===== src/logic/mem2r1w_pkg.sv =====
`default_nettype none

package mem2r1w_pkg;

  // data word and bank geometry
  localparam int WIDTH   = 16;
  localparam int NUMVBNK = 4;
  localparam int BITVBNK = 2;
  localparam int NUMVROW = 16;
  localparam int BITVROW = 4;

  // virtual address is {row, bank} with the bank in the low bits
  localparam int BITADDR = 6;

  // parity bank sits right after the data banks
  localparam int NUMBANK = NUMVBNK + 1;

  localparam int NUMRDPT = 2;

  typedef logic [WIDTH-1:0]   word_t;
  typedef logic [BITADDR-1:0] vaddr_t;
  typedef logic [BITVBNK-1:0] vbank_t;
  typedef logic [BITVROW-1:0] vrow_t;

  typedef enum logic {
    INIT_SWEEP,
    INIT_DONE
  } init_state_t;

endpackage

`default_nettype wire


===== src/logic/bank_if.sv =====
`timescale 1ns/1ps
`default_nettype none

interface bank_if;
  import mem2r1w_pkg::*;

  logic  rd;
  vrow_t rd_row;
  logic  wr;
  vrow_t wr_row;
  word_t wdata;
  word_t rdata;  // valid the cycle after rd

  modport ram (
    input  rd, rd_row, wr, wr_row, wdata,
    output rdata
  );

  modport issue (
    output rd, rd_row, wr, wr_row, wdata
  );

  modport rd_req (
    output rd, rd_row
  );

  modport wr_req (
    output wr, wr_row, wdata
  );

  modport ret (
    input rdata
  );

endinterface

`default_nettype wire


===== src/logic/bank_ram.sv =====
`timescale 1ns/1ps
`default_nettype none

module bank_ram (
  input logic clk,
  bank_if.ram port
);
  import mem2r1w_pkg::*;

  word_t mem [NUMVROW];

  always_ff @(posedge clk) begin
    if (port.wr) begin
      mem[port.wr_row] <= port.wdata;
    end
  end

  // a read of the row being written returns the new word
  always_ff @(posedge clk) begin
    if (port.rd) begin
      if (port.wr && (port.wr_row == port.rd_row)) begin
        port.rdata <= port.wdata;
      end else begin
        port.rdata <= mem[port.rd_row];
      end
    end
  end

  a_rd_row_range: assert property (
    @(posedge clk) port.rd |-> (int'(port.rd_row) < NUMVROW)
  );

  a_wr_row_range: assert property (
    @(posedge clk) port.wr |-> (int'(port.wr_row) < NUMVROW)
  );

endmodule

`default_nettype wire


===== src/logic/access_sched.sv =====
`timescale 1ns/1ps
`default_nettype none

module access_sched (
  input  logic                              clk,
  input  logic                              reset,
  input  logic                              write,
  input  mem2r1w_pkg::vaddr_t               wr_adr,
  input  mem2r1w_pkg::word_t                din,
  input  logic [mem2r1w_pkg::NUMRDPT-1:0]   read,
  input  mem2r1w_pkg::vaddr_t               rd_adr0,
  input  mem2r1w_pkg::vaddr_t               rd_adr1,
  output logic                              ready,
  bank_if.issue                             data_bank [mem2r1w_pkg::NUMVBNK],
  bank_if.rd_req                            par_rd,
  output logic                              upd,
  output mem2r1w_pkg::vbank_t               upd_bank,
  output mem2r1w_pkg::vrow_t                upd_row,
  output mem2r1w_pkg::word_t                upd_data,
  output logic [mem2r1w_pkg::NUMRDPT-1:0]   pend_vld,
  output logic [mem2r1w_pkg::NUMRDPT-1:0]   pend_rebuild,
  output mem2r1w_pkg::vbank_t               pend_bank0,
  output mem2r1w_pkg::vbank_t               pend_bank1
);
  import mem2r1w_pkg::*;

  init_state_t        init_state;
  vrow_t              init_row;
  logic               sweep;
  logic               wr_ok;
  logic [NUMRDPT-1:0] rd_ok;
  logic               rebuild;
  vbank_t             wr_bank;
  vbank_t             rd_bank0;
  vbank_t             rd_bank1;
  vrow_t              wr_row;
  vrow_t              rd_row0;
  vrow_t              rd_row1;
  logic [NUMVBNK-1:0] bank_rd;
  logic [NUMVBNK-1:0] bank_wr;
  vrow_t              bank_rd_row [NUMVBNK];
  vrow_t              bank_wr_row;
  word_t              bank_wdata;

  // one row of every data bank is zeroed per cycle
  always_ff @(posedge clk) begin
    if (reset) begin
      init_state <= INIT_SWEEP;
      init_row   <= '0;
    end else if (init_state == INIT_SWEEP) begin
      init_row <= init_row + 1'b1;
      if (init_row == vrow_t'(NUMVROW - 1)) begin
        init_state <= INIT_DONE;
      end
    end
  end

  assign sweep = (init_state == INIT_SWEEP);
  assign ready = (init_state == INIT_DONE);

  assign wr_bank  = wr_adr[BITVBNK-1:0];
  assign wr_row   = wr_adr[BITADDR-1:BITVBNK];
  assign rd_bank0 = rd_adr0[BITVBNK-1:0];
  assign rd_row0  = rd_adr0[BITADDR-1:BITVBNK];
  assign rd_bank1 = rd_adr1[BITVBNK-1:0];
  assign rd_row1  = rd_adr1[BITADDR-1:BITVBNK];

  assign wr_ok = ready && write;
  assign rd_ok = read & {NUMRDPT{ready && !write}};

  // port 1 loses the bank to port 0 and rebuilds from the others
  assign rebuild = (&rd_ok) && (rd_bank0 == rd_bank1) && (rd_row0 != rd_row1);

  always_comb begin
    for (int i = 0; i < NUMVBNK; i++) begin
      bank_rd[i] = sweep                                                   // write-first gives zero
                   || (wr_ok && (wr_bank != vbank_t'(i)))                  // old words for parity
                   || (rd_ok[0] && (rd_bank0 == vbank_t'(i)))
                   || (rd_ok[1] && (rebuild ? (rd_bank1 != vbank_t'(i))
                                            : (rd_bank1 == vbank_t'(i))));
      bank_wr[i] = sweep || (wr_ok && (wr_bank == vbank_t'(i)));
      if (sweep) begin
        bank_rd_row[i] = init_row;
      end else if (wr_ok) begin
        bank_rd_row[i] = wr_row;
      end else if (rd_ok[0] && (rd_bank0 == vbank_t'(i))) begin
        bank_rd_row[i] = rd_row0;
      end else begin
        bank_rd_row[i] = rd_row1;
      end
    end
  end

  assign bank_wr_row = sweep ? init_row : wr_row;
  assign bank_wdata  = sweep ? '0 : din;

  for (genvar i = 0; i < NUMVBNK; i++) begin : g_issue
    assign data_bank[i].rd     = bank_rd[i];
    assign data_bank[i].rd_row = bank_rd_row[i];
    assign data_bank[i].wr     = bank_wr[i];
    assign data_bank[i].wr_row = bank_wr_row;
    assign data_bank[i].wdata  = bank_wdata;
  end

  assign par_rd.rd     = rebuild;
  assign par_rd.rd_row = rd_row1;

  assign upd      = sweep || wr_ok;
  assign upd_bank = sweep ? '0 : wr_bank;
  assign upd_row  = bank_wr_row;
  assign upd_data = bank_wdata;

  always_ff @(posedge clk) begin
    if (reset) begin
      pend_vld     <= '0;
      pend_rebuild <= '0;
    end else begin
      pend_vld     <= rd_ok;
      pend_rebuild <= {rebuild, 1'b0};  // port 0 always reads directly
    end
  end

  always_ff @(posedge clk) begin
    pend_bank0 <= rd_bank0;
    pend_bank1 <= rd_bank1;
  end

  a_no_read_with_write: assert property (
    @(posedge clk) disable iff (reset) ready |-> !(write && (|read))
  );

endmodule

`default_nettype wire


===== src/logic/parity_update.sv =====
`timescale 1ns/1ps
`default_nettype none

module parity_update (
  input  logic                 clk,
  input  logic                 reset,
  input  logic                 upd,
  input  mem2r1w_pkg::vbank_t  upd_bank,
  input  mem2r1w_pkg::vrow_t   upd_row,
  input  mem2r1w_pkg::word_t   upd_data,
  bank_if.ret                  data_ret [mem2r1w_pkg::NUMVBNK],
  bank_if.wr_req               par_wr
);
  import mem2r1w_pkg::*;

  logic   upd_q;
  vbank_t bank_q;
  vrow_t  row_q;
  word_t  data_q;
  word_t  ret_word [NUMVBNK];
  word_t  parity;

  always_ff @(posedge clk) begin
    if (reset) begin
      upd_q <= 1'b0;
    end else begin
      upd_q <= upd;
    end
  end

  always_ff @(posedge clk) begin
    bank_q <= upd_bank;
    row_q  <= upd_row;
    data_q <= upd_data;
  end

  for (genvar i = 0; i < NUMVBNK; i++) begin : g_ret
    assign ret_word[i] = data_ret[i].rdata;
  end

  // the written bank contributes its new word, the rest their current words
  always_comb begin
    parity = data_q;
    for (int i = 0; i < NUMVBNK; i++) begin
      if (vbank_t'(i) != bank_q) begin
        parity = parity ^ ret_word[i];
      end
    end
  end

  assign par_wr.wr     = upd_q;
  assign par_wr.wr_row = row_q;
  assign par_wr.wdata  = parity;

  a_par_follows_upd: assert property (
    @(posedge clk) disable iff (reset) upd |=> par_wr.wr
  );

  a_par_only_after_upd: assert property (
    @(posedge clk) disable iff (reset) !upd |=> !par_wr.wr
  );

endmodule

`default_nettype wire


===== src/logic/read_rebuild.sv =====
`timescale 1ns/1ps
`default_nettype none

module read_rebuild (
  input  logic                             clk,
  input  logic                             reset,
  input  logic [mem2r1w_pkg::NUMRDPT-1:0]  pend_vld,
  input  logic [mem2r1w_pkg::NUMRDPT-1:0]  pend_rebuild,
  input  mem2r1w_pkg::vbank_t              pend_bank0,
  input  mem2r1w_pkg::vbank_t              pend_bank1,
  bank_if.ret                              bank_ret [mem2r1w_pkg::NUMBANK],
  output logic [mem2r1w_pkg::NUMRDPT-1:0]  rd_vld,
  output mem2r1w_pkg::word_t               rd_dout0,
  output mem2r1w_pkg::word_t               rd_dout1
);
  import mem2r1w_pkg::*;

  word_t  bank_word [NUMBANK];
  vbank_t port_bank [NUMRDPT];
  word_t  port_word [NUMRDPT];

  for (genvar i = 0; i < NUMBANK; i++) begin : g_ret
    assign bank_word[i] = bank_ret[i].rdata;
  end

  assign port_bank[0] = pend_bank0;
  assign port_bank[1] = pend_bank1;

  always_comb begin
    word_t rebuilt;
    for (int p = 0; p < NUMRDPT; p++) begin
      rebuilt = bank_word[NUMVBNK];  // start from parity
      for (int i = 0; i < NUMVBNK; i++) begin
        if (vbank_t'(i) != port_bank[p]) begin
          rebuilt = rebuilt ^ bank_word[i];
        end
      end
      port_word[p] = pend_rebuild[p] ? rebuilt : bank_word[port_bank[p]];
    end
  end

  always_ff @(posedge clk) begin
    if (reset) begin
      rd_vld <= '0;
    end else begin
      rd_vld <= pend_vld;
    end
  end

  always_ff @(posedge clk) begin
    rd_dout0 <= port_word[0];
    rd_dout1 <= port_word[1];
  end

endmodule

`default_nettype wire


===== src/logic/mem2r1w_top.sv =====
`timescale 1ns/1ps
`default_nettype none

module mem2r1w_top (
  input  logic                             clk,
  input  logic                             reset,
  input  logic                             write,
  input  mem2r1w_pkg::vaddr_t              wr_adr,
  input  mem2r1w_pkg::word_t               din,
  input  logic [mem2r1w_pkg::NUMRDPT-1:0]  read,
  input  mem2r1w_pkg::vaddr_t              rd_adr0,
  input  mem2r1w_pkg::vaddr_t              rd_adr1,
  output logic                             ready,
  output logic [mem2r1w_pkg::NUMRDPT-1:0]  rd_vld,
  output mem2r1w_pkg::word_t               rd_dout0,
  output mem2r1w_pkg::word_t               rd_dout1
);
  import mem2r1w_pkg::*;

  logic               upd;
  vbank_t             upd_bank;
  vrow_t              upd_row;
  word_t              upd_data;
  logic [NUMRDPT-1:0] pend_vld;
  logic [NUMRDPT-1:0] pend_rebuild;
  vbank_t             pend_bank0;
  vbank_t             pend_bank1;

  bank_if bank [NUMBANK] ();  // last one holds the parity

  for (genvar b = 0; b < NUMBANK; b++) begin : g_bank
    bank_ram bank_i (
      .clk  (clk),
      .port (bank[b])
    );
  end

  access_sched sched_i (
    .clk          (clk),
    .reset        (reset),
    .write        (write),
    .wr_adr       (wr_adr),
    .din          (din),
    .read         (read),
    .rd_adr0      (rd_adr0),
    .rd_adr1      (rd_adr1),
    .ready        (ready),
    .data_bank    (bank[0:NUMVBNK-1]),
    .par_rd       (bank[NUMVBNK]),
    .upd          (upd),
    .upd_bank     (upd_bank),
    .upd_row      (upd_row),
    .upd_data     (upd_data),
    .pend_vld     (pend_vld),
    .pend_rebuild (pend_rebuild),
    .pend_bank0   (pend_bank0),
    .pend_bank1   (pend_bank1)
  );

  parity_update parity_i (
    .clk      (clk),
    .reset    (reset),
    .upd      (upd),
    .upd_bank (upd_bank),
    .upd_row  (upd_row),
    .upd_data (upd_data),
    .data_ret (bank[0:NUMVBNK-1]),
    .par_wr   (bank[NUMVBNK])
  );

  read_rebuild rebuild_i (
    .clk          (clk),
    .reset        (reset),
    .pend_vld     (pend_vld),
    .pend_rebuild (pend_rebuild),
    .pend_bank0   (pend_bank0),
    .pend_bank1   (pend_bank1),
    .bank_ret     (bank),
    .rd_vld       (rd_vld),
    .rd_dout0     (rd_dout0),
    .rd_dout1     (rd_dout1)
  );

endmodule

`default_nettype wire


===== config.mk =====
export PLATFORM = sky130hd
export DESIGN_NAME = mem2r1w_top
export DESIGN_NICKNAME = d
export VERILOG_FILES = /design/src/logic/mem2r1w_pkg.sv /design/src/logic/bank_if.sv /design/src/logic/bank_ram.sv /design/src/logic/access_sched.sv /design/src/logic/parity_update.sv /design/src/logic/read_rebuild.sv /design/src/logic/mem2r1w_top.sv
export SDC_FILE = /design/constraint.sdc
export NUM_CORES = 2
export LEC_CHECK = 0
export BUFFER_PORTS_ARGS = -buffer_cell sky130_fd_sc_hd__clkbuf_2
export CORE_MARGIN = 3
export CORE_UTILIZATION = 45
export CTS_BUF_LIST = sky130_fd_sc_hd__clkbuf_2 sky130_fd_sc_hd__clkbuf_4 sky130_fd_sc_hd__clkbuf_8
export CTS_CLUSTER_DIAMETER = 200
export CTS_CLUSTER_SIZE = 8
export DETAILED_ROUTE_END_ITERATION = 7
export PLACE_DENSITY = 0.64
export SETUP_SLACK_MARGIN = 0.5
export SLEW_MARGIN = 20
export SYNTH_ARGS = -nofsm -noshare
export SYNTH_HDL_FRONTEND = slang
export SYNTH_SLANG_ARGS = --single-unit

===== constraint.sdc =====
create_clock -name clk -period 5.39 [get_ports clk]
set_input_delay 1.078 -clock clk [delete_from_list [all_inputs] [get_ports clk]]
set_output_delay 1.078 -clock clk [all_outputs]
set_load 0.05 [all_outputs]

## Word-level counts from Yosys, hierarchy flattened

Memories as Yosys holds them, arrays and structs flattened. A register that Yosys moved wholly into a read port is not among the register bits.
Cells that the tools add are included.

- Register bits: 70
- Bits in latches: 0
- Memory bits (writable): 1,280
- ROM bits: 0
- Input port bits: 39
- Output and inout port bits: 35
- Logic and storage cells: 161
- Memories: 5

- $add $sub $neg: 1
- Multiply operators: 0
- Div/mod/pow operators: 0
- $lt $le $gt $ge: 2
- Equality and inequality tests: 27
- Shifts and indexed selects: 0
- Muxes and demuxes: 50
- Bitwise gates (word level): 15
- Reductions and logical operators: 47

Memories:

| memory | words | bits a word | read ports | clocked after memory_dff | wr ports | line | source |
|---|---|---|---|---|---|---|---|
| g_bank[0].bank_i.mem | 16 | 16 | 1 | 1 | 1 | bank_ram.sv:10 | `word_t mem [NUMVROW];` |
| g_bank[1].bank_i.mem | 16 | 16 | 1 | 1 | 1 | bank_ram.sv:10 |  |
| g_bank[2].bank_i.mem | 16 | 16 | 1 | 1 | 1 | bank_ram.sv:10 |  |
| g_bank[3].bank_i.mem | 16 | 16 | 1 | 1 | 1 | bank_ram.sv:10 |  |
| g_bank[4].bank_i.mem | 16 | 16 | 1 | 1 | 1 | bank_ram.sv:10 |  |

Operators by type and width:

| cell | count |
|---|---|
| two-way mux 16 bit | 19 |
| bitwise XOR 16 bit | 11 |
| binary-select mux 16 bit (select 3 bit) | 2 |
| two-way mux 4 bit | 13 |
| logical AND 1 bit | 20 |
| logical OR 1 bit | 17 |
| two-way mux 1 bit | 16 |
| equality test 2 bit (second input constant) | 6 |
| != test 2 bit (first input constant) | 6 |
| nonzero test 2 bit | 5 |
| greater-or-equal comparator 3 x 4 -> 1 bit (second input constant) | 2 |
| != test 2 bit (second input constant) | 4 |
| equality test 2 x 1 -> 1 bit (second input constant) | 3 |
| zero test 2 bit | 3 |
| != test 1 x 2 -> 1 bit (first input constant) | 3 |
| NOT 2 -> 3 bit | 2 |
| adder 4 x 1 -> 4 bit (second input constant) | 1 |
| equality test 4 bit (second input constant) | 1 |
| != test 2 x 1 -> 1 bit (second input constant) | 2 |
| != test 4 bit | 1 |
| bitwise AND 2 bit | 1 |
| equality test 2 bit | 1 |
| AND reduction 2 bit | 1 |
| zero test 1 bit | 1 |
| NOT 1 bit | 1 |

## Logic depth before layout (Yosys ltp)

- Depth in word-level cells: 9
- Depth in mapped cells: 13
- Depth with buffers taken out: 7

## By module

From an unflattened synthesis, not the netlist that was laid out.

- Cell total of the unflattened synthesis: 3,408
- Area, all modules: 62,142.1 µm²

Modules (own cells, without submodules):

| module | times used | cells each | area each (µm²) |
|---|---|---|---|
| bank_ram | 5 | 452 | 10,586.4 |
| read_rebuild | 1 | 683 | 5,391.4 |
| parity_update | 1 | 231 | 2,048.2 |
| access_sched | 1 | 234 | 1,770.4 |

## Least setup slack after synthesis

Ideal clock, no wire load.

- Path kind: input-to-reg
- Start: in rd_adr1[2]
- End: reg g_bank[1].bank_i.port.rdata[0], read port of g_bank[1].bank_i.mem (enable)
- Setup time: 0.394 ns
- Data arrival time: 4.184 ns
- Required time: 4.996 ns
- Slack: 0.811 ns
- Stages on the path: 8
- Path buffers: 3
- Cell sequence: clkbuf_1 -> buf_4 -> buf_4 -> xor2_1 -> nor4_1 -> nor4_2 -> xnor2_1 -> o211ai_1

- Longest elaborated chain between the ends: 5
- Elaborated cells between the ends (all ways): 8
- Classes of those cells: 1 x eq/ne; 4 x mux; 3 x reduce/logical

RTL lines:

| item | line | source |
|---|---|---|
| start: declaration | mem2r1w_top.sv:12 | `input mem2r1w_pkg::vaddr_t rd_adr1,` |
| != test 4 bit | access_sched.sv:72 | `assign rebuild = (&rd_ok) && (rd_bank0 == rd_bank1) && (rd_row0 != rd_row1);` |
| logical AND 1 bit | access_sched.sv:72 |  |
| via bank[4].rd | bank_if.sv:7 | `logic rd;` |
| two-way mux 1 bit | access_sched.sv:79 | `\|\| (rd_ok[1] && (rebuild ? (rd_bank1 != vbank_t'(i))` |
| logical AND 1 bit | access_sched.sv:79 |  |
| logical OR 1 bit | access_sched.sv:79 |  |
| via bank[1].rd | bank_if.sv:7 |  |
| end: declaration | bank_if.sv:16 | `output rdata` |

The timed path passes the listed nets, and every way through them passes these cells.
A chain may end at the register's enable or synchronous reset.

## Worst setup path after layout

- Start: reg sched_i.init_state, in the netlist sched_i.ready
- End: reg g_bank[2].bank_i.port.rdata[8], read port of g_bank[2].bank_i.mem (data pin)

- Longest elaborated chain between the ends: 8
- Elaborated cells between the ends (all ways): 17
- Classes of those cells: 4 x mux; 2 x bitwise; 11 x reduce/logical

RTL lines:

| item | line | source |
|---|---|---|
| start: declaration | access_sched.sv:27 | `init_state_t init_state;` |
| start signal: assignment | access_sched.sv:48 | `init_state <= INIT_SWEEP;` |
| start signal: assignment | access_sched.sv:53 | `init_state <= INIT_DONE;` |
| logical AND 1 bit | access_sched.sv:69 | `assign rd_ok = read & {NUMRDPT{ready && !write}};` |
| bitwise AND 2 bit | access_sched.sv:69 |  |
| AND reduction 2 bit | access_sched.sv:72 |  |
| logical AND 1 bit (2 in a row) | access_sched.sv:72 |  |
| two-way mux 1 bit | access_sched.sv:79 |  |
| logical AND 1 bit | access_sched.sv:79 |  |
| logical OR 1 bit | access_sched.sv:79 |  |
| end: declaration | bank_if.sv:16 |  |

Several ways; a longest one is shown, not always the timed one.

==> metrics.md <==
| Metric | Value |
|---|---|
| Outcome | completed |
| Initial core utilization | 45.5% |
| Cell area after layout | 65900 sq um |
| Peak Freq | 0.245 GHz |
| First-pass GRT wire length | 247000 um |
| # Post-CTS Setup Buffers | 0 |
| Mux contribution to synthesized area | 5.73% |
| CTS root buf | clkbuf_8 |
| Area of the mapped netlist | 59200 sq um |
| Share of cells above drive strength 1 | between 10% and 20% |
| Synth Area in XOR/XNOR | 1.24% |
| Die Y | 369 um |
| Synth warn | 0 |
| Area Growth Syn to Fin | 11.3% |
| Slew Viols, Final | 0 |
| Fin. Hold Viols | 0 |
| Core Rows | 132 |
| Final setup viols | 0 |
| Final period util | around three quarters |
| R2R cell count | 7 |
| Fin Hold WS | 0.390 ns |
| Maximum number of pins on one net before global-route repair | 113 |
| Largest family of logic cells by synthesized area | simple AND/OR/NAND/NOR gates |
| HPWL after DPL | 104000 um |
| CTS Buf Count | 196 |
| Placer Congestion | 0.910 |
| Tmin final | around 4 ns |
| PD cells | 326 nW/um^2 |
| Chip width | 369 um |
| Die footprint | about 140000 sq um |
| CP Max Fanout | 34 |
| WL/cell | 26.9 um |
| Worst-Skew Late Latency | 0.94 ns |
| Max IR drop VDD | ~0.3 mV |
| Worst Skew | roughly 0.063 ns |
| Mean Syn Cell Area | 13.7 sq um |
| Hold Crit Class | primary input to register |
| Critical path arrival | roughly 4.7 ns |
| Crit path required time | ~6.1 ns |
| Fillers | between 10000 and 15000 |
| Number of global-route vias before repair | 35769 |
| Tot GR Track Use | between 20% and 30% |
| Critical Path Sink Type | register |
| Placed Instance Area | 62100 sq um |
| Core area | 130000 sq um |
| Drt total wl | 170000 um |
| Kind of start point of the critical path | register |
| Adder-cell share of the synthesized area | less than 1% |
| Max Cap Viol | 0 |
| Avg Vias per Cell | 5.98 |
| Clock Sinks | about 1400 |
| Pleak | 23.2 nW |
| Clk buf depth | 3 |
| Post-layout nets | 4502 |
| EDFF count, synth | around 1400 |
| Post-Synth Simple-Gate Area | 12.3% |
| 1st-iter DRT viols | 5205 |
| Normalized max-slew margin | 20.8% |
| Place WS | roughly 0.73 ns |
| Hold_buf cts | 0 |
| CTS tree | done |
| PortBufs | 73 |
| Remaining DRCs | 0 |
| Final worst setup slack | 1.31 ns |
| Most common cell after layout, fill and taps aside | edfxtp_1 |
| DR vias | ~38000 |
| DRT Pass-1 Iters | 8 |
| Synth Area in Compound Gates | slightly below 7% |
| Worst Hold Depth | 1 |
| RSZ-0062 raised after global routing | no |
| H-tree Lvls | 4 |
| Cell variety after synth | 67 |
| IO Pins | 74 |
| Post-route ant nets | 0 |
| Grt ovf | 0 |
| Sequential-to-total area share from yosys stat | 71.4% |
| Slew @ Worst Pin | 1.18 ns |
| Post-Syn Nets | ~4300 |
| Fin Setup TNS | 0 ns |
| Async SR Flop Fraction | 0% |
| Most frequent cells in the layout | 1360 x edfxtp_1, 956 x nand2_1, 350 x nand3_1, 197 x clkbuf_8, 188 x buf_4 |
| Synthesized instance count | around 4300 |
| Predominant post-synthesis flop cell | edfxtp_1 |
| Critical path type | register to register |
| Post-cts sizing count | 0 |
| Worst-path clk slew | 0.07 ns |
| Initial antenna violation count | 8 |
| Seq cells post-synth | 1429 |
## registers in the layout (all words and copies together), names as in the netlist
name	count
rebuild_i.rd_dout0	16
sched_i.ready	1
parity_i.par_wr.wr_row	4
sched_i.init_row	4
rebuild_i.rd_dout1	16
sched_i.pend_rebuild	1
parity_i.par_wr.wr	1
g_bank.bank_i.mem	1280
parity_i.data_q	16
sched_i.pend_bank0	2
rebuild_i.rd_vld	2
sched_i.pend_vld	2
parity_i.bank_q	2
g_bank.bank_i.port.rdata	80
sched_i.pend_bank1	2
## path summary, 6_finish.rpt
path | to | slack (ns) | start
hold reg to reg | rebuild_i.rd_vld[1]$_SDFF_PP0_ | 0.46 | sched_i.pend_vld[1]$_SDFF_PP0_
setup reg to reg | g_bank[2].bank_i.port.rdata[8]$_DFFE_PP_ | 1.31 | sched_i.ready$_SDFF_PP0_
setup / recovery | g_bank[2].bank_i.port.rdata[8]$_DFFE_PP_ | 1.31 | sched_i.ready$_SDFF_PP0_
hold / removal | sched_i.pend_bank0[0]$_DFF_P_ | 0.39 | rd_adr0[0]
## cells in the mapped netlist, types with 47 or more instances
cell type  count  area share (%)
buf_2         53            0.45
mux2i_1       57            0.96
nor2_1       179             1.1
a211oi_1      47            0.60
buf_1         52            0.33
mux4_2       114             4.3
a311oi_1      57            0.84
a21oi_1      155             1.3
xnor2_1       54            0.80
a32oi_1       64            0.95
o22ai_1       47            0.50
nand3_1      351             3.0
edfxtp_1    1360              69
clkbuf_1     179             1.1
dfxtp_1       69             2.3
nand2_1      961             6.1
a31oi_1       59            0.62
## worst max-delay path, cell delays in order, from the launching register on
cell,delay [ns]
dfxtp_2,0.69
buf_4,0.42
nor3b_1,0.50
mux2i_1,0.28
and2_0,0.39
nor2_1,0.97
a32oi_1,0.30
o2111ai_1,0.28
## logic make-up (layout without fill, tap and decap cells)
logic type               after synthesis  after routing
buffers and inverters                339            621
multiplexers                         193            193
XOR/XNOR                              84             84
adder cells (fa/ha/maj)                1              1
AND/OR/NAND/NOR                     1676           1676
AO/OA/AOI/OAI                        585            585
other                                  0              4
flip-flops                          1429           1429
## through the flow
step | power, mW | utilization, % | cells
floorplan | 13.2 | - | 4307
global placement | 13.5 | 47.8 | 6006
detailed placement | 13.6 | 47.8 | 6006
CTS | 21.6 | 50.6 | 6331
global route | 22.1 | 50.7 | 6332
finish | 21.5 | 50.7 | 6335
## area by class of cell
class                   count  area, sq um  area share (%)
flip-flops and latches   1429        42200            64.1
multi-input cells        2539        15700            23.9
clock buffers             310         3560            5.40
well taps                1742         2180            3.31
repair buffers            266         1910            2.90
clock inverters            15          143           0.217
inverters                  30          113           0.171
diodes                      4         10.0          0.0152
## report_power, final
part	total (mW)	internal, mW	switching, mW
Clock	8.12	4.16	3.97
Combinational	1.07	0.343	0.729
Sequential	12.3	12.2	0.0522
Total	21.5	16.7	4.75
## metal layers
layer	vias to the layer above	global-route usage, %	wire length (um)
li1	16518	-	-
met1	18996	36.1	70300
met2	2057	37.2	76900
met3	291	5.28	17800
met4	4	8.67	5350
met5	-	0	21
(Power assumes the default switching activity.)
